### src/source/fetch_pkg.sv
// shared types and constants of the instruction fetch stage
// rv32 only, no compressed instructions, so every fetch is one 4-byte word
// bus structs follow the req/gnt/rvalid instruction bus handshake
`default_nettype none

package fetch_pkg;

  ////////////////////////////////////////////////////////////////////////////
  // selectors
  ////////////////////////////////////////////////////////////////////////////

  // source of the next fetch address on a redirect
  typedef enum logic [2:0] {
    PC_BOOT = 3'd0,
    PC_JUMP = 3'd1,
    PC_EXC  = 3'd2,
    PC_ERET = 3'd3,
    PC_DRET = 3'd4
  } pc_sel_e;

  // kind of trap target when pc_sel is PC_EXC
  typedef enum logic [1:0] {
    EXC_PC_EXC     = 2'd0,
    EXC_PC_IRQ     = 2'd1,
    EXC_PC_DBD     = 2'd2,
    EXC_PC_DBG_EXC = 2'd3
  } exc_pc_sel_e;

  // interrupt number, picks the vectored entry
  typedef logic [4:0] irq_id_t;

  ////////////////////////////////////////////////////////////////////////////
  // structs
  ////////////////////////////////////////////////////////////////////////////

  // address phase, req and addr held until gnt
  typedef struct packed {
    logic        req;
    logic [31:0] addr;
  } instr_bus_req_t;

  // grant plus in-order response phase
  typedef struct packed {
    logic        gnt;
    logic        rvalid;
    logic [31:0] rdata;
    logic        err;
  } instr_bus_rsp_t;

  // one fetched word with the address it came from
  typedef struct packed {
    logic [31:0] rdata;
    logic [31:0] addr;
    logic        err;
  } fetch_item_t;

  // return and vector registers from the csr file
  typedef struct packed {
    logic [31:0] mepc;
    logic [31:0] depc;
    logic [31:0] mtvec;
  } csr_vec_t;

  // low byte appended to the aligned boot address
  localparam logic [7:0]  BOOT_OFFSET    = 8'h80;
  // low bits replaced in mtvec and the boot address
  localparam int unsigned VEC_ALIGN_BITS = 8;
  // sequential fetch step
  localparam logic [31:0] INSTR_BYTES    = 32'd4;

endpackage

`default_nettype wire

### src/source/pc_select.sv
// next fetch address mux, purely combinational
// boot address and mtvec are taken as 256-byte aligned, low byte is replaced
// pc_set_i only gates the mtvec init pulse and the selector checks
`timescale 1ns/100ps
`default_nettype none

module pc_select #(
  parameter logic [31:0] dm_halt_addr      = 32'h1A11_0800,
  parameter logic [31:0] dm_exception_addr = 32'h1A11_0808
) (
  input  fetch_pkg::pc_sel_e     pc_mux_i,
  input  fetch_pkg::exc_pc_sel_e exc_pc_mux_i,
  input  fetch_pkg::irq_id_t     irq_id_i,
  input  logic [31:0]            boot_addr_i,
  input  logic [31:0]            branch_target_i,
  input  fetch_pkg::csr_vec_t    csr_i,
  input  logic                   pc_set_i,
  output logic [31:0]            fetch_addr_n_o,
  output logic                   mtvec_init_o
);

  import fetch_pkg::*;

  logic [31:0] mtvec_base;
  logic [31:0] exc_pc;

  // mtvec with the mode and low offset bits cleared
  assign mtvec_base = {csr_i.mtvec[31:VEC_ALIGN_BITS], {VEC_ALIGN_BITS{1'b0}}};

  // trap target
  always_comb begin
    unique case (exc_pc_mux_i)
      EXC_PC_EXC:     exc_pc = mtvec_base;
      // vectored entry, one word per interrupt number
      EXC_PC_IRQ:     exc_pc = mtvec_base + ({27'b0, irq_id_i} << 2);
      EXC_PC_DBD:     exc_pc = dm_halt_addr;
      EXC_PC_DBG_EXC: exc_pc = dm_exception_addr;
      default:        exc_pc = mtvec_base;
    endcase
  end

  // next fetch address
  always_comb begin
    unique case (pc_mux_i)
      PC_BOOT: fetch_addr_n_o = {boot_addr_i[31:VEC_ALIGN_BITS], BOOT_OFFSET};
      PC_JUMP: fetch_addr_n_o = branch_target_i;
      PC_EXC:  fetch_addr_n_o = exc_pc;
      // return from trap
      PC_ERET: fetch_addr_n_o = csr_i.mepc;
      // return from debug mode
      PC_DRET: fetch_addr_n_o = csr_i.depc;
      default: fetch_addr_n_o = {boot_addr_i[31:VEC_ALIGN_BITS], BOOT_OFFSET};
    endcase
  end

  // csr file loads its mtvec reset value on the boot redirect
  assign mtvec_init_o = (pc_mux_i == PC_BOOT) & pc_set_i;

  // checks are only meaningful on a redirect, the mux is free to float otherwise
  always_comb begin
    if (pc_set_i === 1'b1) begin
      a_sel_known: assert final (!$isunknown({pc_mux_i, exc_pc_mux_i}))
        else $error("pc selectors unknown on redirect");
      a_boot_aligned: assert final (pc_mux_i != PC_BOOT ||
                                    boot_addr_i[VEC_ALIGN_BITS-1:0] == '0)
        else $error("boot address not 256-byte aligned");
    end
  end

endmodule

`default_nettype wire

### src/source/fetch_buffer.sv
// prefetch buffer, at most two bus requests outstanding
// new requests only while queued plus outstanding stay below fifo_depth
// a redirect flushes the queue and drops responses of older requests
`timescale 1ns/100ps
`default_nettype none

module fetch_buffer #(
  parameter int unsigned fifo_depth = 3
) (
  input  logic                      clk_i,
  input  logic                      rst_ni,
  input  logic                      req_i,
  input  logic                      pc_set_i,
  input  logic [31:0]               fetch_addr_n_i,
  input  fetch_pkg::instr_bus_rsp_t bus_rsp_i,
  input  logic                      item_ready_i,
  output fetch_pkg::instr_bus_req_t bus_req_o,
  output logic                      item_valid_o,
  output fetch_pkg::fetch_item_t    item_o,
  output logic                      busy_o
);

  import fetch_pkg::*;

  localparam int unsigned ptr_w = $clog2(fifo_depth);
  localparam int unsigned cnt_w = $clog2(fifo_depth + 1);
  localparam logic [ptr_w-1:0] last_ptr  = ptr_w'(fifo_depth - 1);
  localparam logic [cnt_w:0]   depth_lim = (cnt_w + 1)'(fifo_depth);

  // no fetch until the first redirect sets a start address
  logic              started_q;
  logic              req_en;
  // request side
  logic [31:0]       new_addr;
  logic [31:0]       req_addr_q;
  logic [31:0]       req_addr;
  logic              grant;
  logic [1:0]        out_q;
  logic [1:0]        out_d;
  // responses still owed to the old path after a redirect
  logic [1:0]        discard_q;
  logic [1:0]        discard_d;
  // address of the next kept response
  logic [31:0]       rsp_addr_q;
  logic              push;
  logic              pop;
  // circular queue
  fetch_item_t       queue_q [fifo_depth];
  logic [ptr_w-1:0]  wr_ptr_q;
  logic [ptr_w-1:0]  rd_ptr_q;
  logic [cnt_w-1:0]  cnt_q;
  logic [cnt_w-1:0]  cnt_eff;
  logic [cnt_w:0]    occupancy;

  function automatic logic [ptr_w-1:0] ptr_inc(input logic [ptr_w-1:0] ptr);
    ptr_inc = (ptr == last_ptr) ? '0 : ptr + 1'b1;
  endfunction

  ////////////////////////////////////////////////////////////////////////////
  // request side
  ////////////////////////////////////////////////////////////////////////////

  assign new_addr = {fetch_addr_n_i[31:2], 2'b00};
  assign req_en   = req_i & (started_q | pc_set_i);
  // redirect replaces an ungranted request in the same cycle
  assign req_addr = pc_set_i ? new_addr : req_addr_q;

  // queue is empty as seen from a redirect cycle
  assign cnt_eff   = pc_set_i ? '0 : cnt_q;
  assign occupancy = (cnt_w + 1)'(cnt_eff) + (cnt_w + 1)'(out_q);

  assign bus_req_o.req  = req_en & (out_q < 2'd2) & (occupancy < depth_lim);
  assign bus_req_o.addr = req_addr;
  assign grant          = bus_req_o.req & bus_rsp_i.gnt;

  // every grant is answered by one rvalid
  assign out_d = out_q + {1'b0, grant} - {1'b0, bus_rsp_i.rvalid};

  // all older responses still to come are dropped, one arriving now included
  always_comb begin
    if (pc_set_i) begin
      discard_d = out_q - {1'b0, bus_rsp_i.rvalid};
    end else if (bus_rsp_i.rvalid && discard_q != 2'd0) begin
      discard_d = discard_q - 2'd1;
    end else begin
      discard_d = discard_q;
    end
  end

  always_ff @(posedge clk_i or negedge rst_ni) begin
    if (!rst_ni) begin
      started_q <= 1'b0;
      out_q     <= 2'd0;
      discard_q <= 2'd0;
    end else begin
      started_q <= started_q | pc_set_i;
      out_q     <= out_d;
      discard_q <= discard_d;
    end
  end

  // address only matters once started
  always_ff @(posedge clk_i) begin
    if (grant) begin
      req_addr_q <= req_addr + INSTR_BYTES;
    end else if (pc_set_i) begin
      req_addr_q <= new_addr;
    end
  end

  ////////////////////////////////////////////////////////////////////////////
  // response queue
  ////////////////////////////////////////////////////////////////////////////

  assign push = bus_rsp_i.rvalid & ~pc_set_i & (discard_q == 2'd0);
  // nothing leaves the queue in a redirect cycle
  assign item_valid_o = (cnt_q != '0) & ~pc_set_i;
  assign pop          = item_valid_o & item_ready_i;
  assign item_o       = queue_q[rd_ptr_q];

  // kept responses are sequential from the redirect address
  always_ff @(posedge clk_i) begin
    if (pc_set_i) begin
      rsp_addr_q <= new_addr;
    end else if (push) begin
      rsp_addr_q <= rsp_addr_q + INSTR_BYTES;
    end
  end

  always_ff @(posedge clk_i) begin
    if (push) begin
      queue_q[wr_ptr_q] <= '{rdata: bus_rsp_i.rdata, addr: rsp_addr_q, err: bus_rsp_i.err};
    end
  end

  always_ff @(posedge clk_i or negedge rst_ni) begin
    if (!rst_ni) begin
      wr_ptr_q <= '0;
      rd_ptr_q <= '0;
      cnt_q    <= '0;
    end else if (pc_set_i) begin
      wr_ptr_q <= '0;
      rd_ptr_q <= '0;
      cnt_q    <= '0;
    end else begin
      if (push) begin
        wr_ptr_q <= ptr_inc(wr_ptr_q);
      end
      if (pop) begin
        rd_ptr_q <= ptr_inc(rd_ptr_q);
      end
      cnt_q <= cnt_q + cnt_w'(push) - cnt_w'(pop);
    end
  end

  assign busy_o = (out_q != 2'd0) | bus_req_o.req;

  // request address must be clean and word aligned
  a_req_addr: assert property (@(posedge clk_i) disable iff (!rst_ni)
    bus_req_o.req |-> !$isunknown(bus_req_o.addr) && bus_req_o.addr[1:0] == 2'b00)
    else $error("bad instruction request address");

  // a response needs an earlier grant
  a_rvalid_owed: assert property (@(posedge clk_i) disable iff (!rst_ni)
    bus_rsp_i.rvalid |-> out_q != 2'd0)
    else $error("rvalid with no request outstanding");

endmodule

`default_nettype wire

### src/source/if_id_reg.sv
// IF-ID pipeline register, frozen while ID stalls
// valid holds until cleared by ID or a redirect
// new pulses for one cycle after each transfer
`timescale 1ns/100ps
`default_nettype none

module if_id_reg (
  input  logic                   clk_i,
  input  logic                   rst_ni,
  input  logic                   item_valid_i,
  input  fetch_pkg::fetch_item_t item_i,
  input  logic                   id_in_ready_i,
  input  logic                   pc_set_i,
  input  logic                   instr_valid_clear_i,
  output logic                   item_ready_o,
  output logic                   instr_valid_id_o,
  output logic                   instr_new_id_o,
  output logic [31:0]            instr_rdata_id_o,
  output logic                   instr_fetch_err_o,
  output logic [31:0]            pc_id_o
);

  logic xfer;
  logic valid_d;

  // ID takes a word whenever it is ready
  assign item_ready_o = id_in_ready_i;
  assign xfer         = item_valid_i & id_in_ready_i;

  // set by a transfer, held until clear
  // a redirect squashes whatever sits in ID
  assign valid_d = ~pc_set_i & (xfer | (instr_valid_id_o & ~instr_valid_clear_i));

  always_ff @(posedge clk_i or negedge rst_ni) begin
    if (!rst_ni) begin
      instr_valid_id_o <= 1'b0;
      instr_new_id_o   <= 1'b0;
    end else begin
      instr_valid_id_o <= valid_d;
      instr_new_id_o   <= xfer;
    end
  end

  // payload, loaded only on a transfer
  always_ff @(posedge clk_i) begin
    if (xfer) begin
      instr_rdata_id_o  <= item_i.rdata;
      instr_fetch_err_o <= item_i.err;
      pc_id_o           <= item_i.addr;
    end
  end

  // an offered word stays put until ID takes it, unless a redirect flushes it
  a_item_stable: assert property (@(posedge clk_i) disable iff (!rst_ni)
    item_valid_i && !id_in_ready_i |=> pc_set_i || (item_valid_i && $stable(item_i)))
    else $error("offered fetch item changed before ID took it");

endmodule

`default_nettype wire

### src/source/if_stage_top.sv
// instruction fetch stage, rv32 with 4-byte instructions only
// boot address must be 256-byte aligned, fetch starts at the first pc_set_i
// fifo_depth of 2 or more, debug addresses are fixed at build time
`timescale 1ns/100ps
`default_nettype none

module if_stage_top #(
  parameter logic [31:0] dm_halt_addr      = 32'h1A11_0800,
  parameter logic [31:0] dm_exception_addr = 32'h1A11_0808,
  parameter int unsigned fifo_depth        = 3
) (
  input  logic                      clk_i,
  input  logic                      rst_ni,
  input  logic                      req_i,
  input  logic [31:0]               boot_addr_i,
  // redirect control
  input  logic                      pc_set_i,
  input  fetch_pkg::pc_sel_e        pc_mux_i,
  input  fetch_pkg::exc_pc_sel_e    exc_pc_mux_i,
  input  fetch_pkg::irq_id_t        irq_id_i,
  input  logic [31:0]               branch_target_i,
  input  fetch_pkg::csr_vec_t       csr_i,
  // instruction bus
  output fetch_pkg::instr_bus_req_t instr_req_o,
  input  fetch_pkg::instr_bus_rsp_t instr_rsp_i,
  // to ID
  output logic                      instr_valid_id_o,
  output logic                      instr_new_id_o,
  output logic [31:0]               instr_rdata_id_o,
  output logic                      instr_fetch_err_o,
  output logic [31:0]               pc_id_o,
  input  logic                      id_in_ready_i,
  input  logic                      instr_valid_clear_i,
  // misc
  output logic [31:0]               pc_if_o,
  output logic                      mtvec_init_o,
  output logic                      if_busy_o
);

  import fetch_pkg::*;

  logic [31:0] fetch_addr_n;
  logic        item_valid;
  logic        item_ready;
  fetch_item_t fetch_item;

  ////////////////////////////////////////////////////////////////////////////
  // address select, buffer, IF-ID register
  ////////////////////////////////////////////////////////////////////////////

  pc_select #(
    .dm_halt_addr      (dm_halt_addr),
    .dm_exception_addr (dm_exception_addr)
  ) u_pc_select (
    .pc_mux_i        (pc_mux_i),
    .exc_pc_mux_i    (exc_pc_mux_i),
    .irq_id_i        (irq_id_i),
    .boot_addr_i     (boot_addr_i),
    .branch_target_i (branch_target_i),
    .csr_i           (csr_i),
    .pc_set_i        (pc_set_i),
    .fetch_addr_n_o  (fetch_addr_n),
    .mtvec_init_o    (mtvec_init_o)
  );

  fetch_buffer #(
    .fifo_depth (fifo_depth)
  ) u_fetch_buffer (
    .clk_i          (clk_i),
    .rst_ni         (rst_ni),
    .req_i          (req_i),
    .pc_set_i       (pc_set_i),
    .fetch_addr_n_i (fetch_addr_n),
    .bus_rsp_i      (instr_rsp_i),
    .item_ready_i   (item_ready),
    .bus_req_o      (instr_req_o),
    .item_valid_o   (item_valid),
    .item_o         (fetch_item),
    .busy_o         (if_busy_o)
  );

  if_id_reg u_if_id_reg (
    .clk_i               (clk_i),
    .rst_ni              (rst_ni),
    .item_valid_i        (item_valid),
    .item_i              (fetch_item),
    .id_in_ready_i       (id_in_ready_i),
    .pc_set_i            (pc_set_i),
    .instr_valid_clear_i (instr_valid_clear_i),
    .item_ready_o        (item_ready),
    .instr_valid_id_o    (instr_valid_id_o),
    .instr_new_id_o      (instr_new_id_o),
    .instr_rdata_id_o    (instr_rdata_id_o),
    .instr_fetch_err_o   (instr_fetch_err_o),
    .pc_id_o             (pc_id_o)
  );

  // pc of the word at the buffer head
  assign pc_if_o = fetch_item.addr;

endmodule

`default_nettype wire

### config.mk
export PLATFORM = sky130hd
export DESIGN_NAME = if_stage_top
export DESIGN_NICKNAME = d
export VERILOG_FILES = /design/src/source/fetch_pkg.sv /design/src/source/pc_select.sv /design/src/source/fetch_buffer.sv /design/src/source/if_id_reg.sv /design/src/source/if_stage_top.sv
export SDC_FILE = /design/constraint.sdc
export NUM_CORES = 1
export LEC_CHECK = 0
export BUFFER_PORTS_ARGS = -buffer_cell sky130_fd_sc_hd__buf_2
export CAP_MARGIN = 20
export CORE_MARGIN = 10
export CORE_UTILIZATION = 40
export DETAILED_ROUTE_END_ITERATION = 8
export PLACE_DENSITY = 0.72
export SLEW_MARGIN = 20
export SYNTH_ARGS = -nofsm -noshare
export SYNTH_HDL_FRONTEND = slang
export SYNTH_SLANG_ARGS = --single-unit
export TNS_END_PERCENT = 1
### constraint.sdc
create_clock -name clk_i -period 6.5 [get_ports clk_i]
set_clock_uncertainty 0.2 [all_clocks]
set_input_delay 0.65 -clock clk_i [delete_from_list [all_inputs] [get_ports clk_i]]
set_output_delay 0.65 -clock clk_i [all_outputs]
set_load 0.01 [all_outputs]
# Yosys cells after proc, flatten, opt, wreduce, memory -nomap -nowiden
# Memory sizes are Yosys's and may differ from the RTL's.
# Cells that the tools add are included.
[op_classes]
add_sub_neg = 12
n_reduce_logical = 10
magnitude_cmp = 2
eq_ne = 9
bitwise = 16
muxes = 18
[op_table]
columns = ["cell", "count"]
rows = [
  ["$pmux W32 S4", 2],
  ["$mux W32", 4],
  ["$add A32 B3 Y32 const B", 2],
  ["$add A32 B7 Y32", 1],
  ["$mux W2", 10],
  ["$reduce_bool A2 Y1", 6],
  ["$and A1 B1 Y1", 11],
  ["$eq A2 B2 Y1 const B", 4],
  ["$eq A3 B2 Y1 const B", 2],
  ["$sub A2 B1 Y2", 3],
  ["$add A2 B1 Y2", 2],
  ["$add A2 B1 Y2 const B", 2],
  ["$logic_not A2 Y1", 2],
  ["$add A2 B2 Y3", 1],
  ["$eq A3 B1 Y1 const B", 1],
  ["$eq A3 B3 Y1 const B", 1],
  ["$logic_not A3 Y1", 1],
  ["$lt A3 B2 Y1 const B", 1],
  ["$or A1 B1 Y1", 3],
  ["$eq A2 B1 Y1 const B", 1],
  ["$lt A2 B2 Y1 const B", 1],
  ["$mux W1", 2],
  ["$not A1 Y1", 2],
  ["$sub A2 B1 Y2 const B", 1],
  ["$logic_and A1 B1 Y1", 1],
]
[totals]
mem_bits_rw = 195
wordCells = 82
mem_count = 1
ff_bits = 142
[mem_list]
columns = ["memory", "depth", "word_bits", "rd", "rd_clocked_by_memory_dff", "wr", "line_no", "rtl"]
rows = [
  ["u_fetch_buffer.queue_q", 3, 65, 1, 0, 1, "fetch_buffer.sv:48", "fetch_item_t queue_q [fifo_depth];"],
]

# Depth between registers and ports, before layout
[logic_depth]
word_depth = 7
mapped_depth = 19
ltp_nobuf = 13

# Hierarchy
# A second synthesis with hierarchy kept.
[hier_totals]
hier_cells = 1161
hier_area_um2 = 14532.7
[modules_own_cells]
columns = ["mod", "seq_area_each_um2", "area_each_um2", "n_inst", "cells_per_inst"]
rows = [
  ["fetch_buffer", 7492.2, 11212.0, 1, 871],
  ["if_id_reg", 2001.9, 2031.9, 1, 72],
  ["pc_select", 0.0, 1288.7, 1, 218],
]

# Least setup slack after synthesis
# Ideal clock, no wire load.
[synth_timing]
path_kind = "input -> register"
startpoint = "input port pc_set_i"
endpoint = "memory u_fetch_buffer.queue_q[1][0] (netlist bit), enable pin"
arrival_time_ps = 6155
t_required_ps = 5723
setup_ps = 577
path_stages = 5
path_slack_ps = -432
cell_sequence = "buf_2 > clkinv_1 > clkbuf_1 > nand3_1 > nor3b_1"
[synth_between]
elab_chain_cells = 5
[synth_rtl]
columns = ["element", "line_no", "rtl"]
rows = [
  ["from (decl)", "if_stage_top.sv:17", "input logic pc_set_i,"],
  ["$not A1 Y1", "fetch_buffer.sv:115", "assign push = bus_rsp_i.rvalid & ~pc_set_i & (discard_q == 2'd0);"],
  ["$and A1 B1 Y1 (2 in series)", "fetch_buffer.sv:115", ""],
  ["$mux W1", "fetch_buffer.sv:131", "if (push) begin"],
  ["$mux W1 (implied by the code)", "fetch_buffer.sv:132", "queue_q[wr_ptr_q] <= '{rdata: bus_rsp_i.rdata, addr: rsp_addr_q, err: bus_rsp_i.err};"],
  ["to (decl)", "fetch_buffer.sv:48", ""],
]
# No other way between the ends.

# Final worst setup path
[layout_timing]
startpoint = "input port pc_mux_i[2]"
endpoint = "register u_fetch_buffer.req_addr_q[27]"
[layout_between]
elab_chain_cells = 5
word_cells_on_any_way = 8
cone_classes = "add/sub (1); eq/ne (4); mux (3)"
[layout_rtl]
columns = ["element", "line_no", "rtl"]
rows = [
  ["from (decl)", "if_stage_top.sv:18", "input fetch_pkg::pc_sel_e pc_mux_i,"],
  ["$eq A3 B3 Y1 (tied with other cells)", "pc_select.sv:44", "unique case (pc_mux_i)"],
  ["$pmux W32 S4 (*)", "pc_select.sv:44", ""],
  ["$mux W32 (*)", "fetch_buffer.sv:66", "assign req_addr = pc_set_i ? new_addr : req_addr_q;"],
  ["$add A32 B3 Y32", "fetch_buffer.sv:105", "req_addr_q <= req_addr + INSTR_BYTES;"],
  ["$mux W32 (*)", "fetch_buffer.sv:104", "if (grant) begin"],
  ["to (signal assigned)", "fetch_buffer.sv:105", ""],
  ["to (signal assigned)", "fetch_buffer.sv:107", "req_addr_q <= new_addr;"],
  ["to (decl)", "fetch_buffer.sv:35", "logic [31:0] req_addr_q;"],
]
# Every way passes the cells marked *; elsewhere a longest branch is shown, timed or not.
# A chain may end at the register's enable or synchronous reset.

==> reports/metrics.csv <==
stage;metric;value;unit
clock_network;CTS buffer count;35;
die;Core Area;35700;sq um
sta;Worst Tran Pin Value;0.989;ns
sta;Setup Viol. Count Final;0;
clock_network;CTS tree;yes;
setup_path;CP max stage cell;buf_2;
global_route;vias in the first global route;10200;
setup_path;FF-to-FF Start;u_fetch_buffer.cnt_q[0];
clock_network;clock sink count;327;
detailed_routing;ANT nets after route;0;
sta;final worst slack;2.43;ns
synth;Seq/Total Area, Yosys;64.9;%
detailed_routing;top layer reached by signal wires;met5;
finish;# diodes;0;
setup_path;worst setup path end;u_fetch_buffer.req_addr_q[27];
detailed_routing;DR WL met3;3060;microns
sta;final cycle utilization of the critical path;62.6;%
flow_run;max_cap viols;0;
placement;GPL Wtd Cong;0.881;
sta;Slew headroom;34.1;%
sta;final hold violations;0;
global_route;Total GRT Usage;17.3;%
placement;Post-Place Worst Slack;1.85;ns
setup_path;reg2reg setup slack;2.81;ns
detailed_routing;Initial DRC Count;549;
setup_path;Worst setup SP type;primary input;
clock_network;clk_lat worst skew;0.51;ns
die;Top-Level Pins;345;
setup_path;crit-path max cell delay;0.62;ns
synth;area leader, netlist;edfxtp_1;
synth;Distinct cells, synth;73;
status;outcome;completed;
detailed_routing;Pre-Repair DR Iteration Count;5;
power_and_ir_drop;Leak;6.32;nW
sta;worst hold slack;0.148;ns
synth;Synth top area share;58.2;%
die;chip height;211;microns
die;die area;44400;sq um
detailed_routing;Post-Route M1 WL;16400;microns
setup_path;R2R depth;12;
placement;Detailed Place HPWL;28600;microns
global_route;global-route wire length before repair;59900;microns
setup_path;WP data arrival;4.25;ns
global_route;largest net degree at the start of global routing;93;
synth;Synth area leaders;edfxtp_1, mux2i_1, dfxtp_1;
setup_path;Crit Path Class;primary input to flip-flop;
detailed_routing;vias after detailed routing;9848;
setup_path;crit path launch;pc_mux_i[2];
sta;Tmin final;4.07;ns
finish;synthesis-to-finish area growth;19.7;%
sta;RSZ-0062 raised after global routing;no;
synth;predominant post-synthesis flop cell;edfxtp_1;
setup_path;Critical Path RT;6.68;ns
synth;Synthesis Warnings;0;
detailed_routing;wire length on met2;19000;microns
detailed_routing;drt wl/cell;21.1;microns
placement;area of placed instances;16300;sq um
die;Initial Util;40.7;%
detailed_routing;drc violations;0;
setup_path;crit path cell chain;buf_2 -> or3_1 -> and2_1 -> buf_4 -> a2bb2oi_1 -> mux2_2 -> nand4_1 -> and4b_1 -> nand4b_1 -> xnor2_1;
power_and_ir_drop;pwr dens;308;nW/um^2
detailed_routing;WL final;39600;microns
die;Row Count;69;
synth;synthesized area;14500;sq um
power_and_ir_drop;peak supply drop;0.133;mV
setup_path;FF-to-FF End;u_fetch_buffer.req_addr_q[27];
finish;final net count;1615;
min_path;worst hold path type;primary input to flip-flop;
die;Die W;211;microns
placement;I/O Buffers;318;
synth;Async SR Flop Fraction;3.98;%
setup_path;crit-path leading delay family;simple AND/OR/NAND/NOR gates;
clock_network;root buffer cell;clkbuf_16;
clock_network;maximum root-to-sink buffer count;3;
setup_path;CP endpoint kind;flip-flop;
finish;Core Util, Final;48.7;%
clock_network;H-tree Lvls;2;
finish;post-route design area;17400;sq um
detailed_routing;vias per std cell;5.24;
synth;syn avg cell area;13.0;sq um
setup_path;Crit path depth;10;
sta;fmax;246;MHz
setup_path;worst path bufs/invs;2;
synth;post-synthesis cell count;1116;
finish;fraction of layout cells with a size suffix above 1;28.8;%
sta;Final Slew Violations;0;
global_route;final global-route overflow total;0;
synth;Post-synth EDFFs;282;
clock_network;clk slew on worst S/H paths;0.06;ns
synth;synthesized flop and latch total;327;
global_route;initial antenna violation count;1;
clock_network;# resized after CTS;0;
setup_path;CP max FO;49;
cell usage in the layout, fill, tap and decap left out, types with 10 or more instances in the layout:
master,netlist,layout
xnor2_1,37,37
nor4b_1,20,20
nand2_1,127,127
buf_2,13,318
and2_1,13,13
nor2_1,32,32
dfrtp_1,13,11
dfxtp_1,32,32
clkbuf_16,0,35
o221ai_1,10,10
o21ai_0,101,101
o22ai_1,10,10
buf_4,42,13
nor4_1,10,10
nand2b_1,10,10
mux2i_1,68,68
inv_1,25,23
edfxtp_1,282,282
a21oi_1,19,19
nand4_1,12,12
nand3_1,22,22
xor2_1,25,25
a2bb2oi_1,13,13
nor3_1,11,10
flip-flops by register name, summed over array words and instances (netlist names):
name,cells
u_fetch_buffer.queue_q,189
u_if_id_reg.instr_valid_id_o,1
u_fetch_buffer.out_q,2
u_fetch_buffer.rsp_addr_q,30
u_fetch_buffer.started_q,1
u_fetch_buffer.wr_ptr_q,2
u_fetch_buffer.req_addr_q,32
u_if_id_reg.instr_new_id_o,1
u_if_id_reg.pc_id_o,30
u_if_id_reg.instr_rdata_id_o,32
u_if_id_reg.instr_fetch_err_o,1
u_fetch_buffer.discard_q,2
u_fetch_buffer.cnt_q,2
u_fetch_buffer.rd_ptr_q,2
how the worst min path moves through the flow:
stage                              from                            end  slack (ns)  cells after the start
3_5_place_dp   u_fetch_buffer.started_q       u_fetch_buffer.started_q        0.23                      2
4_1_cts                  instr_rsp_i[5]  u_fetch_buffer.queue_q[0][37]        0.11                      1
2_1_floorplan                    rst_ni        u_fetch_buffer.cnt_q[0]        0.15                      0
3_3_place_gp   u_fetch_buffer.started_q       u_fetch_buffer.started_q        0.24                      2
5_1_grt                 instr_rsp_i[24]  u_fetch_buffer.queue_q[2][56]        0.12                      1
6_report                 instr_rsp_i[5]  u_fetch_buffer.queue_q[1][37]        0.15                      1
timing repair:
action,CTS,global route
endpoints found under the hold margin,13,0
setup buffers,0,0
hold buffers,1,0
kinds of logic (layout without fill, tap and decap cells):
group           after synthesis  in the layout  share of synthesized area [%]
xor+xnor                     62             62                           3.73
flops                       327            327                           64.9
other cells                   1              4                         0.0258
fa+ha+maj                    10             10                          0.912
mux                          74             74                           5.14
buf+inv                     121            420                           4.58
compound gates              212            212                           9.51
simple gates                309            309                           11.2
worst register-to-register path, stage by stage, from the launching register on:
cell      delay, ns
dfrtp_1        0.37
nor2b_1        0.16
ha_1           0.19
inv_1          0.06
fa_1           0.48
nor2b_1        0.05
nor4_1         0.37
and2_1         0.25
inv_1          0.12
a221oi_1       0.50
and4b_1        0.50
nand4b_1       0.18
xnor2_1        0.15
per-stage QoR:
step / TNS [ns] / cells / power (mW)
floorplan: -28.04 / 1119 / 3.19
global placement: 0 / 1816 / 3.46
detailed placement: 0 / 1817 / 3.49
CTS: 0 / 1879 / 5.43
global route: 0 / 1879 / 5.61
finish: 0 / 1879 / 5.36
layer usage:
metal / vias to the layer above / global-route usage [%]
met5: - / 0
met4: 2 / 5.67
met3: 64 / 5.09
met2: 370 / 29.3
met1: 4742 / 20.8
li1: 4670 / -
synthesized netlist by cell type, types with 20 or more instances:
cell,number
clkbuf_1,28
dfxtp_1,32
nor4b_1,20
inv_1,25
xnor2_1,37
buf_4,42
edfxtp_1,282
nand3_1,22
xor2_1,25
nand2_1,127
mux2i_1,68
o21ai_0,101
nor2_1,32
area by class of cell:
| class | count | area (sq um) |
|---|---|---|
| clock buffer | 44 | 940 |
| clock inverter | 17 | 174 |
| fill | 3215 | 18300 |
| inverter | 27 | 103 |
| multi-input combinational | 671 | 4480 |
| sequential | 327 | 9440 |
| tap | 461 | 577 |
| timing repair buffer | 332 | 1700 |
power by group:
| part | leakage, nW | total (mW) | internal [mW] | switching (mW) |
|---|---|---|---|---|
| Combinational | 2.77 | 0.762 | 0.303 | 0.459 |
| Sequential | 3.01 | 2.67 | 2.54 | 0.138 |
| Clock | 0.537 | 1.92 | 1.15 | 0.778 |
| Total | 6.32 | 5.36 | 3.98 | 1.38 |
Note: power is estimated with default switching activity, not from simulation.
